`config.mk`:
```
export PLATFORM = sky130hd
export DESIGN_NAME = game_control_top
export DESIGN_NICKNAME = d
export VERILOG_FILES = /design/src/design/game_pkg.sv /design/src/design/bg_load_requester.sv /design/src/design/game_control_top.sv /design/src/design/game_state_fsm.sv /design/src/design/key_event_decoder.sv /design/src/design/map_selector.sv
export SDC_FILE = /design/constraint.sdc
export NUM_CORES = 1
export LEC_CHECK = 0
export BUFFER_PORTS_ARGS = -buffer_cell sky130_fd_sc_hd__clkbuf_2
export CORE_MARGIN = 2
export CORE_UTILIZATION = 49
export CTS_CLUSTER_DIAMETER = 100
export DETAILED_ROUTE_END_ITERATION = 7
export GPL_TIMING_DRIVEN = 0
export PLACE_DENSITY = 0.88
export SETUP_SLACK_MARGIN = 0.15
export SLEW_MARGIN = 25
export SYNTH_ARGS = -nofsm -noshare
export SYNTH_HDL_FRONTEND = slang
export SYNTH_HIERARCHICAL = 1
export SYNTH_SLANG_ARGS = --single-unit
```
`constraint.sdc`:
```
create_clock -name Clk -period 1.4 [get_ports Clk]
set_input_delay 0.28 -clock Clk [delete_from_list [all_inputs] [get_ports Clk]]
set_output_delay 0.28 -clock Clk [all_outputs]
set_load 0.005 [all_outputs]
```
`src/design/game_pkg.sv`:
```
// game controller shared types: states, key events, background requests and codes
package game_pkg;

	// game states, kept in this order for the display logic
	typedef enum logic [2:0] {
		st_menu,
		st_round_paused,
		st_round_started,
		st_blue_wins,
		st_red_wins
	} game_state_t;

	// command pulses, each high for one cycle per key press
	typedef struct packed {
		logic enter;
		logic up;
		logic down;
	} key_event_t;

	// which background the loader should show
	typedef enum logic [1:0] {
		bg_map,
		bg_blue_win,
		bg_red_win,
		bg_menu
	} bg_kind_t;

	typedef struct packed {
		logic     valid;
		bg_kind_t kind;
	} bg_req_t;

	// keyboard scan codes
	localparam logic [7:0] KEY_ENTER = 8'h28;
	localparam logic [7:0] KEY_W     = 8'h1a;
	localparam logic [7:0] KEY_S     = 8'h16;
	localparam logic [7:0] KEY_UP    = 8'h52;
	localparam logic [7:0] KEY_DOWN  = 8'h51;

	// background select register in the loader
	localparam logic [11:0] BG_REG_ADDR = 12'h040;

endpackage

```
`src/design/bg_load_requester.sv`:
```
// background load requester: APB writes of background indices with one pending slot
`timescale 1ns/1ps

module bg_load_requester #(
	parameter int unsigned NUM_MAPS = 3
) (
	input  logic              Clk,
	input  logic              rst,
	input  game_pkg::bg_req_t bg_req,
	input  logic [3:0]        map_idx,
	output logic [11:0]       paddr,
	output logic              psel,
	output logic              penable,
	output logic              pwrite,
	output logic [3:0]        pwdata,
	input  logic              pready,
	input  logic              pslverr,
	output logic [7:0]        err_count
);

	typedef enum logic [1:0] {apb_idle, apb_setup, apb_access} apb_state_t;

	apb_state_t state;
	logic [3:0] req_idx;
	logic [3:0] pending_idx;
	logic       pending_valid;
	logic       xfer_done;
	logic       take_req;
	logic       take_pending;
	logic       store_pending;

	// map choice is captured here, at request time
	always_comb
	begin
		case (bg_req.kind)
			game_pkg::bg_map:      req_idx = map_idx;
			game_pkg::bg_blue_win: req_idx = 4'(NUM_MAPS);
			game_pkg::bg_red_win:  req_idx = 4'(NUM_MAPS + 1);
			default:               req_idx = 4'(NUM_MAPS + 2);
		endcase
	end

	assign xfer_done = (state == apb_access) && pready;
	assign take_req = bg_req.valid && ((state == apb_idle) || xfer_done);
	assign take_pending = xfer_done && !bg_req.valid && pending_valid;
	// newest request overwrites the slot while the bus is busy
	assign store_pending = bg_req.valid && (state != apb_idle) && !xfer_done;

	assign psel = (state != apb_idle);
	assign penable = (state == apb_access);
	assign pwrite = 1'b1;
	assign paddr = game_pkg::BG_REG_ADDR;

	always_ff @(posedge Clk)
	begin
		if (rst)
		begin
			state <= apb_idle;
			pending_valid <= 1'b0;
			err_count <= '0;
		end
		else
		begin
			case (state)
				apb_idle:   if (take_req) state <= apb_setup;
				apb_setup:  state <= apb_access;
				apb_access:
					if (xfer_done)
						state <= (take_req || take_pending) ? apb_setup : apb_idle;
				default:    state <= apb_idle;
			endcase
			if (store_pending)
				pending_valid <= 1'b1;
			else if (xfer_done)
				pending_valid <= 1'b0;
			// saturating count of error responses
			if (xfer_done && pslverr && (err_count != 8'hff))
				err_count <= err_count + 8'd1;
		end
	end

	always_ff @(posedge Clk)
	begin
		if (take_req)
			pwdata <= req_idx;
		else if (take_pending)
			pwdata <= pending_idx;
		if (store_pending)
			pending_idx <= req_idx;
	end

	enable_needs_sel: assert property (@(posedge Clk) disable iff (rst)
		penable |-> psel);

	// address and data held from setup until the pready edge
	xfer_stable: assert property (@(posedge Clk) disable iff (rst)
		(psel && !xfer_done) |=> ($stable(pwdata) && $stable(paddr)));

endmodule

```
`src/design/game_control_top.sv`:
```
// game controller top: key decoder, state machine, map selector and APB requester
`timescale 1ns/1ps

module game_control_top #(
	parameter int unsigned NUM_MAPS = 3
) (
	input  logic                  Clk,
	input  logic                  rst,
	input  logic                  reset_game,
	input  logic                  reset_round,
	input  logic                  blue_win,
	input  logic                  red_win,
	input  logic [7:0]            scan_code,
	output game_pkg::game_state_t game_state,
	output logic [11:0]           paddr,
	output logic                  psel,
	output logic                  penable,
	output logic                  pwrite,
	output logic [3:0]            pwdata,
	input  logic                  pready,
	input  logic                  pslverr,
	output logic [7:0]            err_count
);

	game_pkg::key_event_t key_event;
	game_pkg::bg_req_t    bg_req;
	logic [3:0]           map_idx;

	key_event_decoder u_decoder (.Clk(Clk), .rst(rst), .scan_code(scan_code),
		.key_event(key_event));

	game_state_fsm u_fsm (.Clk(Clk), .rst(rst), .reset_game(reset_game),
		.reset_round(reset_round), .blue_win(blue_win), .red_win(red_win),
		.key_event(key_event), .game_state(game_state), .bg_req(bg_req));

	map_selector #(.NUM_MAPS(NUM_MAPS)) u_selector (.Clk(Clk), .rst(rst),
		.key_event(key_event), .game_state(game_state), .map_idx(map_idx));

	bg_load_requester #(.NUM_MAPS(NUM_MAPS)) u_requester (.Clk(Clk), .rst(rst),
		.bg_req(bg_req), .map_idx(map_idx), .paddr(paddr), .psel(psel),
		.penable(penable), .pwrite(pwrite), .pwdata(pwdata), .pready(pready),
		.pslverr(pslverr), .err_count(err_count));

endmodule

```
`src/design/game_state_fsm.sv`:
```
// game state machine: menu, rounds and win screens, with background load requests
`timescale 1ns/1ps

module game_state_fsm (
	input  logic                  Clk,
	input  logic                  rst,
	input  logic                  reset_game,
	input  logic                  reset_round,
	input  logic                  blue_win,
	input  logic                  red_win,
	input  game_pkg::key_event_t  key_event,
	output game_pkg::game_state_t game_state,
	output game_pkg::bg_req_t     bg_req
);

	game_pkg::game_state_t next_state;
	game_pkg::bg_req_t     next_req;

	always_comb
	begin
		next_state = game_state;
		next_req = '0;
		// reset_game wins over everything
		if (reset_game)
		begin
			next_state = game_pkg::st_menu;
			next_req = '{valid: 1'b1, kind: game_pkg::bg_menu};
		end
		else
		begin
			case (game_state)
				game_pkg::st_menu:
					if (key_event.enter)
					begin
						next_state = game_pkg::st_round_paused;
						next_req = '{valid: 1'b1, kind: game_pkg::bg_map};
					end
				game_pkg::st_round_paused:
					if (key_event.enter)
						next_state = game_pkg::st_round_started;
				game_pkg::st_round_started:
					// round reset first, then blue, then red
					if (reset_round)
					begin
						next_state = game_pkg::st_round_paused;
						next_req = '{valid: 1'b1, kind: game_pkg::bg_map};
					end
					else if (blue_win)
					begin
						next_state = game_pkg::st_blue_wins;
						next_req = '{valid: 1'b1, kind: game_pkg::bg_blue_win};
					end
					else if (red_win)
					begin
						next_state = game_pkg::st_red_wins;
						next_req = '{valid: 1'b1, kind: game_pkg::bg_red_win};
					end
				game_pkg::st_blue_wins,
				game_pkg::st_red_wins:
					if (key_event.enter)
					begin
						next_state = game_pkg::st_menu;
						next_req = '{valid: 1'b1, kind: game_pkg::bg_menu};
					end
				default:
					next_state = game_pkg::st_menu;
			endcase
		end
	end

	// request registered alongside the state so both appear together
	always_ff @(posedge Clk)
	begin
		if (rst)
		begin
			game_state <= game_pkg::st_menu;
			bg_req <= '0;
		end
		else
		begin
			game_state <= next_state;
			bg_req <= next_req;
		end
	end

	state_legal: assert property (@(posedge Clk) disable iff (rst)
		game_state inside {game_pkg::st_menu, game_pkg::st_round_paused,
			game_pkg::st_round_started, game_pkg::st_blue_wins, game_pkg::st_red_wins});

	// a menu reload on reset_game may come while already in the menu
	req_needs_change: assert property (@(posedge Clk) disable iff (rst)
		bg_req.valid |-> (game_state != $past(game_state)) || $past(reset_game));

endmodule

```
`src/design/key_event_decoder.sv`:
```
// key event decoder: turns a held scan code into one-cycle enter, up and down pulses
`timescale 1ns/1ps

module key_event_decoder (
	input  logic                 Clk,
	input  logic                 rst,
	input  logic [7:0]           scan_code,
	output game_pkg::key_event_t key_event
);

	// code seen on the previous edge, for press detection
	logic [7:0]           prev_code;
	logic                 new_press;
	game_pkg::key_event_t decoded;

	assign new_press = (scan_code != prev_code);

	always_comb
	begin
		decoded = '0;
		if (new_press)
		begin
			decoded.enter = (scan_code == game_pkg::KEY_ENTER);
			// W and up arrow both move up
			decoded.up = (scan_code == game_pkg::KEY_W) ||
				(scan_code == game_pkg::KEY_UP);
			decoded.down = (scan_code == game_pkg::KEY_S) ||
				(scan_code == game_pkg::KEY_DOWN);
		end
	end

	always_ff @(posedge Clk)
	begin
		if (rst)
		begin
			prev_code <= '0;
			key_event <= '0;
		end
		else
		begin
			prev_code <= scan_code;
			key_event <= decoded;
		end
	end

endmodule

```
`src/design/map_selector.sv`:
```
// map selector: picks the map in the menu, wrapping in both directions
`timescale 1ns/1ps

module map_selector #(
	parameter int unsigned NUM_MAPS = 3
) (
	input  logic                  Clk,
	input  logic                  rst,
	input  game_pkg::key_event_t  key_event,
	input  game_pkg::game_state_t game_state,
	output logic [3:0]            map_idx
);

	localparam logic [3:0] LAST_IDX = 4'(NUM_MAPS - 1);

	logic in_menu;

	assign in_menu = (game_state == game_pkg::st_menu);

	// index only moves in the menu, so the last pick carries into the next round
	always_ff @(posedge Clk)
	begin
		if (rst)
			map_idx <= '0;
		else if (in_menu)
		begin
			if (key_event.up)
			begin
				if (map_idx == LAST_IDX)
					map_idx <= '0;
				else
					map_idx <= map_idx + 4'd1;
			end
			else if (key_event.down)
			begin
				if (map_idx == 4'd0)
					map_idx <= LAST_IDX;
				else
					map_idx <= map_idx - 4'd1;
			end
		end
	end

	idx_in_range: assert property (@(posedge Clk) disable iff (rst)
		map_idx < NUM_MAPS);

endmodule

```
==> results of run 1 <==
[metrics by stage]
step	total power [W]	worst slack (ns)	util, %	hold WS, ns
2_1_floorplan	0.00136	0.0610	-	0.339
3_3_place_gp	0.00143	-0.0282	59.6	0.480
3_5_place_dp	0.00144	-0.0252	59.6	0.503
4_1_cts	0.00238	-0.00646	68.2	0.221
5_1_grt	0.00247	-0.147	70.1	0.243
6_report	0.00238	-0.0961	70.1	0.221
[critical path: cells and delay by family, from the launching register on]
family / cells / cell delay, ns
fa+ha+maj: 1 / 0.16
buf+inv: 1 / 0.14
compound gates: 2 / 0.24
flops: 1 / 0.36
simple gates: 2 / 0.52
[power groups by stage]
stage	clock network [W]	logic, W	registers, W
after detailed placement	0	0.000193	0.00124
after global placement	0	0.000187	0.00124
final	0.000952	0.000226	0.00120
after CTS	0.000957	0.000214	0.00121
after floorplan	0	0.000121	0.00124
after global routing	0.00101	0.000249	0.00121
[how the worst max path moves through the flow]
stage                                            end
6_report       u_requester/err_count[5]$_SDFFE_PP0P_
5_1_grt        u_requester/err_count[5]$_SDFFE_PP0P_
4_1_cts        u_requester/err_count[5]$_SDFFE_PP0P_
3_5_place_dp         u_requester/pwdata[3]$_DFFE_PP_
3_3_place_gp         u_requester/pwdata[3]$_DFFE_PP_
2_1_floorplan  u_requester/err_count[7]$_SDFFE_PP0P_
[final cells by class]
| type | count | area (sq um) |
|---|---|---|
| Inverter | 8 | 35.0 |
| Sequential cell | 40 | 922 |
| Clock inverter | 3 | 42.5 |
| Timing Repair Buffer | 46 | 279 |
| Clock buffer | 5 | 68.8 |
| Multi-Input combinational cell | 160 | 1320 |
| Buffer | 17 | 135 |
| Fill cell | 295 | 1220 |
| Tap cell | 50 | 62.6 |
[registers in the layout, summed over array words and instances (netlist names)]
| name | count |
|---|---|
| u_fsm/bg_req | 3 |
| u_decoder/key_event | 3 |
| u_requester/pending_valid | 1 |
| u_requester/pending_idx | 4 |
| u_selector/map_idx | 4 |
| u_fsm/game_state | 3 |
| u_requester/err_count | 8 |
| u_requester/pwdata | 4 |
| u_decoder/prev_code | 8 |
| u_requester/state | 2 |
[kinds of logic after synthesis]
family	after synthesis	share of synthesized area, %
flops	40	41.6
fa+ha+maj	5	2.96
buf+inv	25	7.21
simple gates	81	25.0
mux	7	3.61
other cells	2	0.355
xor+xnor	13	5.38
compound gates	41	13.9
[per-layer routing]
layer	up-vias	GRT usage (%)	routed length, um	part of all wire [%]
met1	896	24.5	2160	43
met5	-	0	0	0
met4	0	6.84	59	1.2
li1	891	-	-	-
met2	43	35.1	2620	52
met3	7	5.23	206	4.1
[layout by cell type (no fill, tap or decap), types with 3 or more instances in the layout]
cell type	instances
clkbuf_2	31
inv_1	5
edfxtp_1	8
and4bb_2	3
nor2b_1	9
mux2_4	5
nor2_1	14
conb_1	13
nand2_1	3
dfxtp_1	17
a211oi_1	3
buf_4	25
xor2_1	11
buf_6	6
a21oi_2	3
nor3_2	3
ha_4	3
nand3_1	7
clkbuf_8	5
dfxtp_4	9
dfxtp_2	6
nor4_2	5
a21oi_1	12
nor3_1	5
[timing repair]
item	4_1_cts	5_1_grt
gates resized for setup	32	22
pin swaps	9	9
setup endpoints to repair	19	29
hold buffers	0	0
buffers inserted	14	0
==> run metrics, run 1 <==
outcome complete, but fails checks; failing checks setup timing; Post-synth ARST share 0%; clock-pin slew on the worst setup and hold paths 0.08 ns; Worst path max stage delay 0.43 ns; htree depth 2; Worst Hold Path EP u_fsm/game_state[0]$_SDFFE_PP0P_; Synth Flop Type dfxtp_1; Final Hold Vio Count 0; Routed Antenna Nets 0; top post-synthesis cells by area dfxtp_1 (30%), edfxtp_1 (11%), buf_4 (4.6%), xor2_1 (4.6%), a21oi_1 (3.5%); Reg2Reg Capture Point u_requester/err_count[5]$_SDFFE_PP0P_; Net Sw Frac 23.4%; die width 69.7 um; First-pass DRT Iterations 4; Gate power share 9.5%; gr usage total 20.3%; FF-to-FF path depth 6; first-pass GRT wire length 7950 um; ant diodes 0; Worst setup startpoint u_requester/err_count[1]$_SDFFE_PP0P_; Avg WL per Cell 15.3 um; Initial Util 51.8%; #FFs+latches synth 40; CP max FO 4; Tightest Hold Check Type input pin to register; Non-Filler Instances 329; worst-path cell chain ha_4 -> nand4_1 -> buf_4 -> o211ai_4 -> or4_1 -> a21oi_1; dpl hpwl 2950 um; achievable clock frequency 668 MHz; instance area at placement 0.00243 sq mm; Cell Area, Synth 0.00212 sq mm; vias per cell 5.58; GP Congestion 0.803; PwrDens 831 mW/mm^2; CTS Buf Count 5; Rows 23; antenna violations before repair 0; Clk pwr share 40.0%; Worst Tran Pin Value 0.541 ns; RSZ-0062 raised after global routing true; Vias 1,837; Die Span Y 69.7 um; Worst Path Required 1.63 ns; Synthesis Warnings 6; Core ar. 0.00409 sq mm; Final Net Count 299; final wirelength 5050 um; worst endpoint data arrival time 1.72 ns; worst-skew pair later-pin latency 0.30 ns; switching power total 0.000557 W; Pins Over Slew Limit 0; Reg2Reg Setup Slack -0.1 ns; Tmin final 1.50 ns; worst hold stages 2; synth cell count leaders dfxtp_1 (32), nor2_1 (17), a21oi_1 (15); buffers added on ports 32; P_int 0.00183 W; vias in the first global route 1,727; kind of critical path register to register; CTS root buf clkbuf_8; DRC violations left 0; initial drt markers 83; dpl cells 307; Yosys top cell area share 30.3%; Boundary Pins 46; most numerous cell in the Yosys netlist dfxtp_1; worst r2r src u_requester/err_count[1]$_SDFFE_PP0P_; maximum number of pins on one net before global-route repair 23; hold_sp reset_game; largest area contributor in the netlist dfxtp_1; Synth Instances 214; grt ovf 0; Leakage 1.13 nW; VDD IR max 0.000604 V; post-synth cell types 58; Post-Layout Inst Area 0.00287 sq mm; Post-synth EDFFs 8; P&R area growth vs syn 35.5%; Reg power frac 50.5%; setup_tns -0.128 ns; number of setup violations in the final report 2; worst clock skew 0.00390 ns; Seq/Total Area, Yosys 41.6%; Die ar. 0.00486 sq mm; Setup crit start kind register; Max Cap Violations 0; Final period util 107%; clk sink count 40; fin worst setup slack -0.0961 ns; Max-slew headroom 63.9%; CTS tree built; Clock Path Buffers 2; layout cell share with drive strength beyond 1 47.0%; Setup crit end kind register; Slowest-stage cell, CP or4_1; mean area per synthesized cell 9.89 sq um
Note: power is estimated with default switching activity, not from simulation.
==> run 2, diff against run 1 <==
==> constraint.sdc (replaced) <==
create_clock -name Clk -period 1.4 [get_ports Clk]
set_input_delay 0.14 -clock Clk [delete_from_list [all_inputs] [get_ports Clk]]
set_output_delay 0.14 -clock Clk [all_outputs]
set_load 0.005 [all_outputs]
==> run 2 against run 1 <==
Power shrank 0.13%. Via count grew 0.49%. Maximum frequency shrank 0.46%. Sequential cell count is the same. Sequential share of layout area shrank 0.27 points. Largest power group unchanged. Count of clock-buffer cells in the layout is the same. Worst setup slack lost 0.0068 ns. The flow still finishes with violations (setup timing). Clock skew grew 0.00054 ns. Register-to-register slack is essentially flat. Combinational power is essentially flat.
==> run metrics, run 2 (synthesis gave the netlist of run 1 again) <==
Pins Over Slew Limit 0; Slowest-stage cell, CP or4_1; worst-skew pair later-pin latency 0.30 ns; CTS Buf Count 5; worst endpoint data arrival time 1.73 ns; GP Congestion 0.803; Place WS -0.0229 ns; worst clock skew 0.00444 ns; Core ar. 0.00409 sq mm; Setup crit end kind register; ant diodes 0; maximum number of pins on one net before global-route repair 23; P&R area growth vs syn 35.9%; Boundary Pins 46; Die ar. 0.00486 sq mm; worst-path cell chain ha_4 -> nand4_1 -> buf_4 -> o211ai_4 -> or4_1 -> a21oi_1; fin worst setup slack -0.103 ns; Worst path max stage delay 0.44 ns; Tightest Hold Check Type input pin to register; Leakage 1.14 nW; DRC violations left 0; gr usage total 20.5%; achievable clock frequency 665 MHz; Final Net Count 301; fillers 293; Die Span Y 69.7 um; multi-input logic area 0.00132 sq mm; Storage cell area 917 sq um; PwrDens 828 mW/mm^2; vias in the first global route 1,741; Max Cap Violations 0; CTS Hold Bufs 0; CP max FO 4; RSZ-0062 raised after global routing true; CTS tree built; grt ovf 0; kind of critical path register to register; outcome complete, but fails checks; Worst Tran Pin Value 0.511 ns; Avg WL per Cell 15.2 um; CTS root buf clkbuf_8; Reg2Reg Setup Slack -0.10 ns; Final Hold Vio Count 0; Initial Util 51.8%; buffers added on ports 32; VDD IR max 0.000605 V; Tmin final 1.50 ns; Routed Antenna Nets 0; most common cell after layout, fill and taps aside clkbuf_2; First-pass DRT Iterations 5; Clock Path Buffers 2; layout cell share with drive strength beyond 1 47.0%; first-pass GRT wire length 8020 um; final core occ 70.4%; final wirelength 5020 um; Setup crit start kind register; antenna violations before repair 0; instance area at placement 0.00243 sq mm; cell family with most CP delay simple AND/OR/NAND/NOR gates; Vias 1,846; clock-pin slew on the worst setup and hold paths 0.08 ns; Final period util 107%; most frequent cells in the layout clkbuf_2 (32), buf_4 (26), dfxtp_1 (19); Largest regs u_decoder/prev_code x8, u_requester/err_count x8; Max-slew headroom 66.0%; initial drt markers 119; htree depth 2; Post-Layout Inst Area 0.00288 sq mm; clk sink count 40; dpl hpwl 2950 um; Worst Path Buf+Inv 1; failing checks setup timing; vias per cell 5.58; die width 69.7 um; Worst Path Required 1.62 ns; Rows 23; number of setup violations in the final report 2
==> run 2: changes by cell type in the layout (fill, tap and decap cells not counted), sizes merged <==
cell    delta
buf        +1
clkbuf     +1
==> run 2: cell type report <==
cell class	count	area share [%]
buffer	17	4.70
clock buffer	5	2.39
clock inverter	3	1.48
inverter	8	1.22
multi-input combinational	160	46.0
sequential	40	31.9
tap	50	2.18
timing repair buffer	48	10.1
==> run 2: layer usage <==
| layer | track usage [%] | part of all wire [%] | wire length [um] |
|---|---|---|---|
| met5 | 0 | 0 | 0 |
| met4 | 6.84 | 1.3 | 66 |
| met3 | 5.23 | 5.2 | 262 |
| met2 | 35.6 | 51 | 2570 |
| met1 | 24.6 | 42 | 2130 |
==> run 2: repair_timing <==
action | 4_1_cts | 5_1_grt
setup buffers | 15 | 1
resized for setup | 32 | 19
setup endpoints to repair | 17 | 26
pin swaps | 10 | 9
==> run 2: where the power goes <==
part	internal, W	leakage (nW)	switching (W)
logic	0.000110	0.742	0.000115
registers	0.00119	0.344	0.0000172
clock network	0.000527	0.0541	0.000421
total	0.00183	1.14	0.000554
==> run 2: path summary, 6_finish.rpt <==
| kind | depth (start not counted) | endpoint | start |
|---|---|---|---|
| worst min register to register | 2 | u_requester/pending_valid$_SDFFE_PP0P_ | u_requester/pending_valid$_SDFFE_PP0P_ |
| worst min-delay path | 2 | u_fsm/game_state[0]$_SDFFE_PP0P_ | reset_game |
| worst max-delay path | 6 | u_requester/err_count[5]$_SDFFE_PP0P_ | u_requester/err_count[1]$_SDFFE_PP0P_ |
| worst max register to register | 6 | u_requester/err_count[5]$_SDFFE_PP0P_ | u_requester/err_count[1]$_SDFFE_PP0P_ |
==> run 2: through the flow <==
| stage | hold WS, ns | std cells | TNS, ns | total power (W) |
|---|---|---|---|---|
| after floorplan | 0.199 | 225 | 0 | 0.00136 |
| after global placement | 0.386 | 307 | -0.0307 | 0.00143 |
| after detailed placement | 0.399 | 307 | -0.0479 | 0.00144 |
| after CTS | 0.0806 | 330 | -0.00888 | 0.00238 |
| after global routing | 0.102 | 331 | -0.311 | 0.00247 |
| final | 0.0945 | 331 | -0.143 | 0.00238 |
==> run 2: worst reg2reg max path: cells and delay by family (launching register included) <==
kind	cells	cell delay, ns
flip-flops	1	0.36
AO/OA/AOI/OAI	2	0.25
buffers and inverters	1	0.14
adder cells (fa/ha/maj)	1	0.16
AND/OR/NAND/NOR	2	0.53
==> run 3, diff against run 2 <==
--- a/config.mk
+++ b/config.mk
@@ -10,4 +10,5 @@
 export CORE_UTILIZATION = 49
 export CTS_CLUSTER_DIAMETER = 100
+export CTS_CLUSTER_SIZE = 25
 export DETAILED_ROUTE_END_ITERATION = 7
 export GPL_TIMING_DRIVEN = 0
==> constraint.sdc (replaced) <==
create_clock -name Clk -period 1.4 [get_ports Clk]
set_input_delay 0.14 -clock Clk [delete_from_list [all_inputs] [get_ports Clk]]
set_output_delay 0.14 -clock Clk [all_outputs]
set_load 0.05 [all_outputs]
==> run 3 against run 2 <==
The flow still finishes with violations (setup timing). Largest cell class unchanged. Register-to-register slack improved by 0.04 ns. Via count shrank 1.0%. Wire length increased by 1.0%. Cell count grew 0.30%. Largest power group unchanged. Critical path depth stayed put. Non-clock buffer count is 1 higher. Global-route usage fell by 0.38 points. Sequential power is essentially flat. Critical path type unchanged. Worst hold slack improved by 0.0048 ns. Clock power barely moved. Maximum frequency increased by 2.8%.
==> run metrics, run 3 (synthesis gave the netlist of run 1 again) <==
initial drt markers 104; Routed Antenna Nets 0; final wirelength 5070 um; DRC violations left 0; Clock Path Buffers 2; VDD IR max 0.000881 V; vias in the first global route 1,784; Leakage 1.15 nW; grt ovf 0; Post-Layout Inst Area 0.00295 sq mm; fin worst setup slack -0.0615 ns; worst endpoint data arrival time 1.63 ns; worst setup path endpoint u_requester/err_count[3]$_SDFFE_PP0P_; final core occ 72.2%; ant diodes 0; buffers added on ports 32; Worst setup startpoint u_requester/err_count[1]$_SDFFE_PP0P_; Final Net Count 302; FF-to-FF path depth 6; cell family with most CP delay flip-flops; Setup crit end kind register; worst clock skew 0.00797 ns; dpl hpwl 3130 um; Die ar. 0.00486 sq mm; CP max FO 3; Max Cap Violations 0; CTS Buf Count 5; CTS tree built; Boundary Pins 46; P&R area growth vs syn 39.4%; First-pass DRT Iterations 4; Worst Path Buf+Inv 1; Slowest-stage cell, CP dfxtp_4; Core ar. 0.00409 sq mm; instance area at placement 0.00250 sq mm; Tmin final 1.46 ns; Vias 1,827; Pins Over Slew Limit 0; CTS root buf clkbuf_8; Final Hold Vio Count 0; Levels on crit path 6; Worst path max stage delay 0.36 ns; htree depth 2; Worst Path Required 1.57 ns; most common cell after layout, fill and taps aside clkbuf_2; setup_tns -0.0763 ns; vias per cell 5.50; dpl cells 307; Tightest Hold Check Type input pin to register; outcome complete, but fails checks; total power 0.00248 W; failing checks setup timing; PwrDens 839 mW/mm^2; layout cell share with drive strength beyond 1 48.9%; first-pass GRT wire length 8020 um; Non-Filler Instances 332; maximum number of pins on one net before global-route repair 23; worst-skew pair later-pin latency 0.30 ns; GP Congestion 0.849; Initial Util 51.8%; Reg2Reg Capture Point u_requester/err_count[3]$_SDFFE_PP0P_; Avg WL per Cell 15.3 um; kind of critical path register to register; Largest regs u_decoder/prev_code x8, u_requester/err_count x8; die width 69.7 um; clk sink count 40; Reg2Reg Setup Slack -0.06 ns; worst-path cell chain ha_4 -> nand4_1 -> buf_4 -> o211ai_1 -> xor2_1 -> nor2_1; gr usage total 20.1%; Die Span Y 69.7 um; most frequent cells in the layout clkbuf_2 (30), buf_4 (27), dfxtp_1 (15); Rows 23; RSZ-0062 raised after global routing true; antenna violations before repair 0; worst r2r src u_requester/err_count[1]$_SDFFE_PP0P_; Setup crit start kind register; number of setup violations in the final report 2; Final period util 104%; achievable clock frequency 684 MHz; clock-pin slew on the worst setup and hold paths 0.08 ns
-- run 3: changes by cell type in the layout (fill, tap and decap cells not counted), moves of 2 or more --
cell	change
dfxtp_4	+4
mux2_2	+4
nand2_1	+2
clkbuf_2	-2
mux2_4	-4
dfxtp_1	-4
nor3_1	-2
buf_8	+2
nand2_2	-2
-- run 3: area by class of cell --
class	instances	area, sq um
Buffer	17	135
Inverter	8	37.5
Timing Repair Buffer	49	319
Clock inverter	3	42.5
Multi-Input combinational cell	160	1350
Tap cell	50	62.6
Sequential cell	40	932
Fill cell	267	1140
Clock buffer	5	68.8
-- run 3: metal layers --
layer  global-route usage [%]  vias to the layer above  routed length [um]
li1                         -                      897                   -
met3                     4.22                       12                 167
met1                     23.7                      873                2060
met2                     35.8                       45                2700
met5                        0                        -                   0
met4                     7.48                        0                 138
-- run 3: how the worst min path moves through the flow --
stage / from / end / slack, ns / cells past startpoint
floorplan: rst / u_fsm/game_state[2]$_SDFFE_PP0P_ / 0.20 / 1
detailed placement: reset_game / u_fsm/game_state[0]$_SDFFE_PP0P_ / 0.40 / 2
finish: reset_game / u_fsm/game_state[0]$_SDFFE_PP0P_ / 0.1 / 2
global route: reset_game / u_fsm/game_state[0]$_SDFFE_PP0P_ / 0.1 / 2
CTS: reset_game / u_fsm/game_state[0]$_SDFFE_PP0P_ / 0.09 / 2
global placement: reset_game / u_fsm/game_state[2]$_SDFFE_PP0P_ / 0.38 / 2
-- run 3: stage by stage --
stage | worst slack [ns] | hold slack (ns)
after global placement | -0.0221 | 0.379
after detailed placement | -0.0792 | 0.396
after global routing | -0.0359 | 0.0992
after CTS | -0.0101 | 0.0877
final | -0.0615 | 0.0993
after floorplan | -0.0444 | 0.195
-- run 3: worst reg2reg max path: cells and delay by family, from the launching register on --
family	cells	cell delay, ns
buffers and inverters	1	0.21
DFF	1	0.36
AOI/OAI and AO/OA	1	0.22
adders and majority gates	1	0.13
xor gates and xnor gates	1	0.19
and+or+nand+nor	2	0.22
-- run 3: power breakdown --
part	switching (W)	internal, W
clock	0.000422	0.000528
combinational	0.000217	0.000112
sequential	0.0000155	0.00118
-- run 3: what timing repair did --
item	in CTS	in global routing
pin swaps	7	14
hold buffers	0	0
buffers inserted	15	2
resized for setup	13	35
endpoints found under the setup margin	17	26
